==> config.mk <==
export PLATFORM = sky130hd
export DESIGN_NAME = tag_tracker_top
export DESIGN_NICKNAME = d
export VERILOG_FILES = /design/src/tag_pkg.sv /design/src/id_pool.sv /design/src/request_issuer.sv /design/src/tag_store.sv /design/src/completion_unit.sv /design/src/tag_tracker_top.sv
export SDC_FILE = /design/constraint.sdc
export NUM_CORES = 1
export LEC_CHECK = 0
export BUFFER_PORTS_ARGS = -buffer_cell sky130_fd_sc_hd__buf_2
export CAP_MARGIN = 20
export CORE_ASPECT_RATIO = 1.75
export CORE_MARGIN = 5
export CORE_UTILIZATION = 52
export DETAILED_ROUTE_END_ITERATION = 10
export PLACE_DENSITY = 0.8
export SYNTH_ARGS = -nofsm -noshare
export SYNTH_HDL_FRONTEND = slang
export SYNTH_SLANG_ARGS = --single-unit
==> constraint.sdc <==
create_clock -name clk_i -period 3.4 [get_ports clk_i]
set_input_delay 0.17 -clock clk_i [delete_from_list [all_inputs] [get_ports clk_i]]
set_output_delay 0.17 -clock clk_i [all_outputs]
set_load 0.01 [all_outputs]
==> src/tag_pkg.sv <==
// ##########################################################
// shared types and default sizes for the tag tracker
// tags are not part of any struct since their width follows
// the num_tags_p parameter of each module
// the opcode is carried through the design but never decoded
// ##########################################################

`default_nettype none

package tag_pkg;

  // request opcode, 2 bits
  typedef enum logic [1:0] {
    op_read   = 2'd0,
    op_write  = 2'd1,
    op_atomic = 2'd2,
    op_flush  = 2'd3
  } tag_op_e;

  localparam int payload_width   = 24;
  localparam int resp_data_width = 16;

  // default pool depth, overridden from the top level
  localparam int default_num_tags = 8;

  // request as seen at the input, 26 bits
  typedef struct packed {
    tag_op_e                  op;
    logic [payload_width-1:0] addr;
  } req_payload_t;

  // outgoing issue, the tag travels next to it
  typedef struct packed {
    req_payload_t payload;
  } issue_t;

  // stored request joined with the response data, 42 bits
  typedef struct packed {
    req_payload_t               payload;
    logic [resp_data_width-1:0] data;
  } done_t;

endpackage

`default_nettype wire

==> src/id_pool.sv <==
// ##########################################################
// free-tag pool with one allocated bit per tag
// always offers the lowest tag that is free or being freed
// in the current cycle, so a returned tag can go out again
// right away; a claim and a free of one tag in the same
// cycle leaves the tag allocated
// alloc_yumi_i must only be raised while alloc_v_o is high
// ##########################################################

`timescale 1ns/10ps
`default_nettype none

module id_pool #(
  parameter int num_tags_p = tag_pkg::default_num_tags,
  localparam int tag_width_lp = (num_tags_p > 1) ? $clog2(num_tags_p) : 1
) (
  input  wire logic                    clk_i,
  input  wire logic                    reset_i,

  // lowest available tag
  output logic [tag_width_lp-1:0]      alloc_id_o,
  output logic                         alloc_v_o,
  input  wire logic                    alloc_yumi_i,

  // tag coming back from a response
  input  wire logic                    dealloc_v_i,
  input  wire logic [tag_width_lp-1:0] dealloc_id_i
);

  logic [num_tags_p-1:0] allocated_r;
  logic [num_tags_p-1:0] dealloc_decode;
  logic [num_tags_p-1:0] alloc_decode;
  logic [num_tags_p-1:0] candidates;

  always_comb begin
    for (int i = 0; i < num_tags_p; i++) begin
      dealloc_decode[i] = dealloc_v_i && (dealloc_id_i == tag_width_lp'(i));
    end
  end

  // tags freed this cycle count as free already
  assign candidates = ~allocated_r | dealloc_decode;
  assign alloc_v_o  = |candidates;

  // scan from the top down so the lowest hit is kept
  always_comb begin
    alloc_id_o = '0;
    for (int i = num_tags_p - 1; i >= 0; i--) begin
      if (candidates[i]) begin
        alloc_id_o = tag_width_lp'(i);
      end
    end
  end

  always_comb begin
    for (int i = 0; i < num_tags_p; i++) begin
      alloc_decode[i] = alloc_yumi_i && (alloc_id_o == tag_width_lp'(i));
    end
  end

  always_ff @(posedge clk_i) begin
    if (reset_i) begin
      allocated_r <= '0;
    end else begin
      for (int i = 0; i < num_tags_p; i++) begin
        // claim wins over a same-cycle free
        if (alloc_decode[i]) begin
          allocated_r[i] <= 1'b1;
        end else if (dealloc_decode[i]) begin
          allocated_r[i] <= 1'b0;
        end
      end
    end
  end

  // issuer may only take a tag that is on offer
  a_yumi_with_offer: assert property (@(posedge clk_i) disable iff (reset_i)
    alloc_yumi_i |-> alloc_v_o);

  // responses may only name a tag that went out earlier
  a_free_allocated: assert property (@(posedge clk_i) disable iff (reset_i)
    dealloc_v_i |-> |(dealloc_decode & allocated_r));

  a_free_in_range: assert property (@(posedge clk_i) disable iff (reset_i)
    dealloc_v_i |-> (int'(dealloc_id_i) < num_tags_p));

endmodule

`default_nettype wire

==> src/request_issuer.sv <==
// ##########################################################
// request acceptance and tagging
// req_i must be held with req_v_i until req_yumi_o is seen
// the payload is written to the store under the claimed tag
// and the tagged issue is presented one cycle after accept
// no back-pressure on the issue output
// ##########################################################

`timescale 1ns/10ps
`default_nettype none

module request_issuer #(
  parameter int num_tags_p = tag_pkg::default_num_tags,
  localparam int tag_width_lp = (num_tags_p > 1) ? $clog2(num_tags_p) : 1
) (
  input  wire logic                    clk_i,
  input  wire logic                    reset_i,

  input  wire logic                    req_v_i,
  input  wire tag_pkg::req_payload_t   req_i,
  output logic                         req_yumi_o,

  // tag offer from the pool
  input  wire logic [tag_width_lp-1:0] alloc_id_i,
  input  wire logic                    alloc_v_i,
  output logic                         alloc_yumi_o,

  // store write port
  output logic                         st_we_o,
  output logic [tag_width_lp-1:0]      st_wtag_o,
  output tag_pkg::req_payload_t        st_wdata_o,

  output logic                         issue_v_o,
  output logic [tag_width_lp-1:0]      issue_tag_o,
  output tag_pkg::issue_t              issue_o
);

  logic accept;

  // take the request whenever a tag is on offer
  assign accept       = req_v_i & alloc_v_i;
  assign req_yumi_o   = accept;
  assign alloc_yumi_o = accept;

  assign st_we_o    = accept;
  assign st_wtag_o  = alloc_id_i;
  assign st_wdata_o = req_i;

  always_ff @(posedge clk_i) begin
    if (reset_i) begin
      issue_v_o <= 1'b0;
    end else begin
      issue_v_o <= accept;
    end
  end

  always_ff @(posedge clk_i) begin
    if (accept) begin
      issue_tag_o     <= alloc_id_i;
      issue_o.payload <= req_i;
    end
  end

  // every 2-bit code is an opcode, only unknown bits are illegal
  a_req_op_valid: assert property (@(posedge clk_i) disable iff (reset_i)
    req_v_i |-> !$isunknown(req_i.op));

endmodule

`default_nettype wire

==> src/tag_store.sv <==
// ##########################################################
// payload store indexed by tag
// write at the clock edge, read is combinational
// a read and a write of one tag in the same cycle returns
// the old payload, the new one lands at the edge
// contents are undefined until a tag is first written
// ##########################################################

`timescale 1ns/10ps
`default_nettype none

module tag_store #(
  parameter int num_tags_p = tag_pkg::default_num_tags,
  localparam int tag_width_lp = (num_tags_p > 1) ? $clog2(num_tags_p) : 1
) (
  input  wire logic                    clk_i,

  // write side, from the issuer
  input  wire logic                    we_i,
  input  wire logic [tag_width_lp-1:0] wtag_i,
  input  wire tag_pkg::req_payload_t   wdata_i,

  // read side, from the completion unit
  input  wire logic [tag_width_lp-1:0] rtag_i,
  output tag_pkg::req_payload_t        rdata_o
);

  tag_pkg::req_payload_t mem [num_tags_p];

  always_ff @(posedge clk_i) begin
    if (we_i) begin
      mem[wtag_i] <= wdata_i;
    end
  end

  assign rdata_o = mem[rtag_i];

endmodule

`default_nettype wire

==> src/completion_unit.sv <==
// ##########################################################
// response join and tag release
// resp_v_i is a single-cycle strobe naming an outstanding tag
// stored payload is read and the tag freed in that cycle,
// the joined result follows one cycle later
// results are not back-pressured
// ##########################################################

`timescale 1ns/10ps
`default_nettype none

module completion_unit #(
  parameter int num_tags_p = tag_pkg::default_num_tags,
  localparam int tag_width_lp = (num_tags_p > 1) ? $clog2(num_tags_p) : 1
) (
  input  wire logic                                  clk_i,
  input  wire logic                                  reset_i,

  input  wire logic                                  resp_v_i,
  input  wire logic [tag_width_lp-1:0]               resp_tag_i,
  input  wire logic [tag_pkg::resp_data_width-1:0]   resp_data_i,

  // store read port
  output logic [tag_width_lp-1:0]                    st_rtag_o,
  input  wire tag_pkg::req_payload_t                 st_rdata_i,

  // tag return to the pool
  output logic                                       dealloc_v_o,
  output logic [tag_width_lp-1:0]                    dealloc_id_o,

  output logic                                       done_v_o,
  output logic [tag_width_lp-1:0]                    done_tag_o,
  output tag_pkg::done_t                             done_o
);

  assign st_rtag_o    = resp_tag_i;
  assign dealloc_v_o  = resp_v_i;
  assign dealloc_id_o = resp_tag_i;

  always_ff @(posedge clk_i) begin
    if (reset_i) begin
      done_v_o <= 1'b0;
    end else begin
      done_v_o <= resp_v_i;
    end
  end

  // payload captured before any same-cycle rewrite of the tag
  always_ff @(posedge clk_i) begin
    if (resp_v_i) begin
      done_tag_o     <= resp_tag_i;
      done_o.payload <= st_rdata_i;
      done_o.data    <= resp_data_i;
    end
  end

endmodule

`default_nettype wire

==> src/tag_tracker_top.sv <==
// ##########################################################
// request-tag tracker for an out-of-order responder
// up to num_tags_p requests in flight, lowest free tag first
// request to issue and response to done are one cycle each
// no response ordering, timeouts or retry
// ##########################################################

`timescale 1ns/10ps
`default_nettype none

module tag_tracker_top #(
  parameter int num_tags_p = tag_pkg::default_num_tags,
  localparam int tag_width_lp = (num_tags_p > 1) ? $clog2(num_tags_p) : 1
) (
  input  wire logic                                clk_i,
  input  wire logic                                reset_i,

  input  wire logic                                req_v_i,
  input  wire tag_pkg::req_payload_t               req_i,
  output logic                                     req_yumi_o,

  output logic                                     issue_v_o,
  output logic [tag_width_lp-1:0]                  issue_tag_o,
  output tag_pkg::issue_t                          issue_o,

  input  wire logic                                resp_v_i,
  input  wire logic [tag_width_lp-1:0]             resp_tag_i,
  input  wire logic [tag_pkg::resp_data_width-1:0] resp_data_i,

  output logic                                     done_v_o,
  output logic [tag_width_lp-1:0]                  done_tag_o,
  output tag_pkg::done_t                           done_o
);

  logic [tag_width_lp-1:0] alloc_id;
  logic                    alloc_v;
  logic                    alloc_yumi;
  logic                    dealloc_v;
  logic [tag_width_lp-1:0] dealloc_id;

  logic                    st_we;
  logic [tag_width_lp-1:0] st_wtag;
  tag_pkg::req_payload_t   st_wdata;
  logic [tag_width_lp-1:0] st_rtag;
  tag_pkg::req_payload_t   st_rdata;

  id_pool #(.num_tags_p(num_tags_p)) u_id_pool (
    .clk_i       (clk_i),
    .reset_i     (reset_i),
    .alloc_id_o  (alloc_id),
    .alloc_v_o   (alloc_v),
    .alloc_yumi_i(alloc_yumi),
    .dealloc_v_i (dealloc_v),
    .dealloc_id_i(dealloc_id)
  );

  request_issuer #(.num_tags_p(num_tags_p)) u_request_issuer (
    .clk_i       (clk_i),
    .reset_i     (reset_i),
    .req_v_i     (req_v_i),
    .req_i       (req_i),
    .req_yumi_o  (req_yumi_o),
    .alloc_id_i  (alloc_id),
    .alloc_v_i   (alloc_v),
    .alloc_yumi_o(alloc_yumi),
    .st_we_o     (st_we),
    .st_wtag_o   (st_wtag),
    .st_wdata_o  (st_wdata),
    .issue_v_o   (issue_v_o),
    .issue_tag_o (issue_tag_o),
    .issue_o     (issue_o)
  );

  tag_store #(.num_tags_p(num_tags_p)) u_tag_store (
    .clk_i  (clk_i),
    .we_i   (st_we),
    .wtag_i (st_wtag),
    .wdata_i(st_wdata),
    .rtag_i (st_rtag),
    .rdata_o(st_rdata)
  );

  completion_unit #(.num_tags_p(num_tags_p)) u_completion_unit (
    .clk_i       (clk_i),
    .reset_i     (reset_i),
    .resp_v_i    (resp_v_i),
    .resp_tag_i  (resp_tag_i),
    .resp_data_i (resp_data_i),
    .st_rtag_o   (st_rtag),
    .st_rdata_i  (st_rdata),
    .dealloc_v_o (dealloc_v),
    .dealloc_id_o(dealloc_id),
    .done_v_o    (done_v_o),
    .done_tag_o  (done_tag_o),
    .done_o      (done_o)
  );

endmodule

`default_nettype wire

==> results by group <==
Final layout
  – Post-layout instance area: 13000 um2
  – Final Non-Filler Cells: 975
  – Share of cells above drive strength 1: 33.15%
  – Filler Cells Inserted: 1290
  – Synth-to-Final Area Change: 21.23%
  – Final core utilization: 64.05%
  – Number of inserted diodes: 0
  – Register Area: 8668 um2
  – Combined area of the multi-input logic cells: 1963 um2
  – Final nets: 759

Yosys
  – Library cell with the highest instance count after synthesis: edfxtp_1
  – Cell taking the most area after synthesis: edfxtp_1
  – Cell area after technology mapping: 10720 um2
  – Flip-flop cell with the highest count after synthesis: edfxtp_1
  – Ranking of synthesized cells by area: edfxtp_1 79%, mux4_2 11%, nand2_1 2.9%, dfxtp_1 1.9%, buf_2 0.42%
  – Count of flip-flops with a built-in enable after synthesis: 282
  – Post-synthesis cell type count: 35
  – Share of the yosys chip area belonging to registers: 80.87%
  – List of most frequent post-synthesis cells: 282 x edfxtp_1, 83 x nand2_1, 52 x mux4_2
  – Share of async-settable or async-resettable flops after synthesis: 0%
  – Gate count after technology mapping: 521
  – FF+latch count, synth: 292
  – Net count of the mapped netlist: 570
  – Top-area cell type share of the netlist area: 79.00%
  – Synth Warn #: 0
  – Synthesized area divided by synthesized cell count: 20.57 um2

STA
  – Post-route setup TNS: 0 ns
  – Final-report setup violation count: 0
  – Peak Freq: 405.0 MHz
  – Least-Margin Pin Slew: 0.7850 ns
  – RSZ-0062 raised after global routing: no
  – Final worst path period share: 72.62%
  – Final Critical Period: 2.469 ns
  – Clock skew: 0.01177 ns
  – Final hold violation count: 0
  – Pins over their slew limit: 0
  – Final Worst Setup Slack: 0.9310 ns
  – Slew Limit Headroom: 47.66%

Routing
  – DR iter-0 viols: 516
  – Final wirelength: 22310 um
  – Via-to-Cell Ratio: 5.758
  – Average wire length per cell after detail routing: 22.88 um
  – Via count of the routed design: 5614
  – Count of nets left with antenna violations after detail routing: 0
  – Number of iterations in the first detailed-routing pass: 5
  – Number of design rule violations left after detail routing: 0

Floorplanning
  – Width of the die: 118.5 um
  – Die outline area: 23700 um2
  – Initial Util: 52.83%
  – Placement Rows: 69
  – I/O pins: 126
  – Die Ht: 199.9 um
  – CORE AREA: 20290 um2

Clocking
  – Clock transition at path regs: 0.07 ns
  – Clock latency of the later-clocked register in the worst-skew pair: 0.51 ns
  – Clock sink count: 292
  – TritonCTS buffer count: 24
  – CTS tree: built
  – H-tree Lvls: 1
  – Clock tree root buffer cell: clkbuf_16
  – Maximum count of clock buffers along a single path: 3

Power and ir drop
  – Static Leak: 4.567 nW
  – Cell Pwr Density: 568.1 nW/um2
  – Worst IR drop on VDD: 0.0005798 V

Run status
  – Result of the run: finished clean

Placement
  – HPWL Detailed: 12360 um
  – Count of port buffers added during placement: 125
  – Placed cell area: 11700 um2
  – Final weighted congestion of routability-driven global placement: 0.8160
  – Worst-case setup slack after placement: 0.6895 ns
  – Placed Cells incl. Taps: 886

Critical path
  – Required time of the critical path: 3.23 ns
  – Nature of the critical path startpoint: input pin
  – Critical Path Sink Type: output pin
  – Data arrival time of the critical path: 2.30 ns
  – Peak fanout along the critical path: 34
  – Kind of critical path: input pin to output pin

Global routing
  – Busiest grt layer: met2
  – Routing usage on met1: 23.18%
  – Pin count of the biggest net entering global routing: 54
  – Wire length of the first global-routing pass: 34290 um
  – Initial antenna violation count: 0
  – Congestion Overflow GR: 0
  – Met3 layer usage reported by global route: 2.678%
  – Met2 GRT Util: 33.60%
  – Tot GR Track Use: 18.59%
  – Vias in the first global route: 5991

Run
  – Max-cap violation count: 0

Min path
  – Hold/Removal Path Class: input pin to flip-flop
[area by class of cell]
| class | instances | area share [%] |
|---|---|---|
| multi-input cells | 203 | 15.11 |
| repair buffers | 185 | 9.416 |
| clock inverters | 15 | 1.367 |
| inverters | 4 | 0.1155 |
| well taps | 248 | 2.388 |
| flip-flops and latches | 292 | 66.70 |
| clock buffers | 28 | 4.901 |
[per-layer routing]
layer  wire, um  vias to the layer above
li1           -                     2447
met1       8104                     2813
met2      12190                      290
met3       1447                       64
met4        568                        0
met5          0                        -
[layout by cell type, fill, tap and decap left out, types with 2 or more instances in the layout]
cell type,instances
o21a_1,2
nand4_1,2
clkbuf_1,3
o2bb2ai_1,2
inv_1,3
clkinv_2,2
a21oi_1,5
nand3_1,8
buf_4,14
o21ai_0,8
buf_2,124
clkinv_1,6
clkbuf_16,25
nor2b_1,3
nand2_1,83
clkinv_4,2
dlygate4sd3_1,45
nand3b_1,3
nor3_1,5
o22ai_1,2
dfxtp_1,10
mux4_2,52
edfxtp_1,282
bufinv_16,4
nor2_4,5
nor2_1,6
[through the flow]
stage	power, mW	hold WS, ns
2_1_floorplan	4.388	0.2689
3_3_place_gp	4.564	0.3463
3_5_place_dp	4.583	0.3484
4_1_cts	7.424	0.06794
5_1_grt	7.628	0.09429
6_report	7.383	0.09144
[critical path: stages]
cell and delay (ns):
buf_2 0.18, buf_4 0.46, nand3b_1 0.24, nand3_1 0.25, nor2_1 0.12, a21oi_4 0.59
buf_2 0.26
[worst paths after layout]
| check | start | endpoint | slack [ns] | cells after the start |
|---|---|---|---|---|
| hold reg to reg | u_id_pool.allocated_r[0] | u_id_pool.allocated_r[0] | 0.53 | 2 |
| setup reg to reg | u_id_pool.allocated_r[4] | u_tag_store.mem[1][10] | 1.10 | 4 |
| setup / recovery | resp_tag_i[1] | req_yumi_o | 0.93 | 7 |
| hold / removal | resp_v_i | u_completion_unit.done_o[27] | 0.09 | 1 |
[flip-flops by register name (all words and copies together), names as in the netlist]
signal,cells
u_completion_unit.done_o,42
u_completion_unit.done_tag_o,3
u_completion_unit.done_v_o,1
u_id_pool.allocated_r,8
u_request_issuer.issue_o,26
u_request_issuer.issue_tag_o,3
u_request_issuer.issue_v_o,1
u_tag_store.mem,208
[cells by family (layout without fill, tap and decap cells)]
| kind of cell | count (synthesis) | count (layout) | share of synthesized area (%) |
|---|---|---|---|
| multiplexers | 52 | 52 | 10.93 |
| buffers and inverters | 26 | 232 | 1.401 |
| flip-flops | 292 | 292 | 80.87 |
| XOR/XNOR | 1 | 1 | 0.08172 |
| AO/OA/AOI/OAI | 26 | 26 | 1.751 |
| AND/OR/NAND/NOR | 124 | 124 | 4.973 |
[power breakdown]
group / internal, mW / switching [mW] / leakage (nW)
Combinational: 0.195 / 0.259 / 1.47
Clock: 1.65 / 1.18 / 0.394
Sequential: 4.07 / 0.0301 / 2.70
[timing repair]
item                                   4_1_cts  5_1_grt
buffers inserted                             0        0
endpoints found under the hold margin      255        0
hold buffers                                45        0
resized for setup                            0        0
Note: power is estimated with default switching activity, not from simulation.
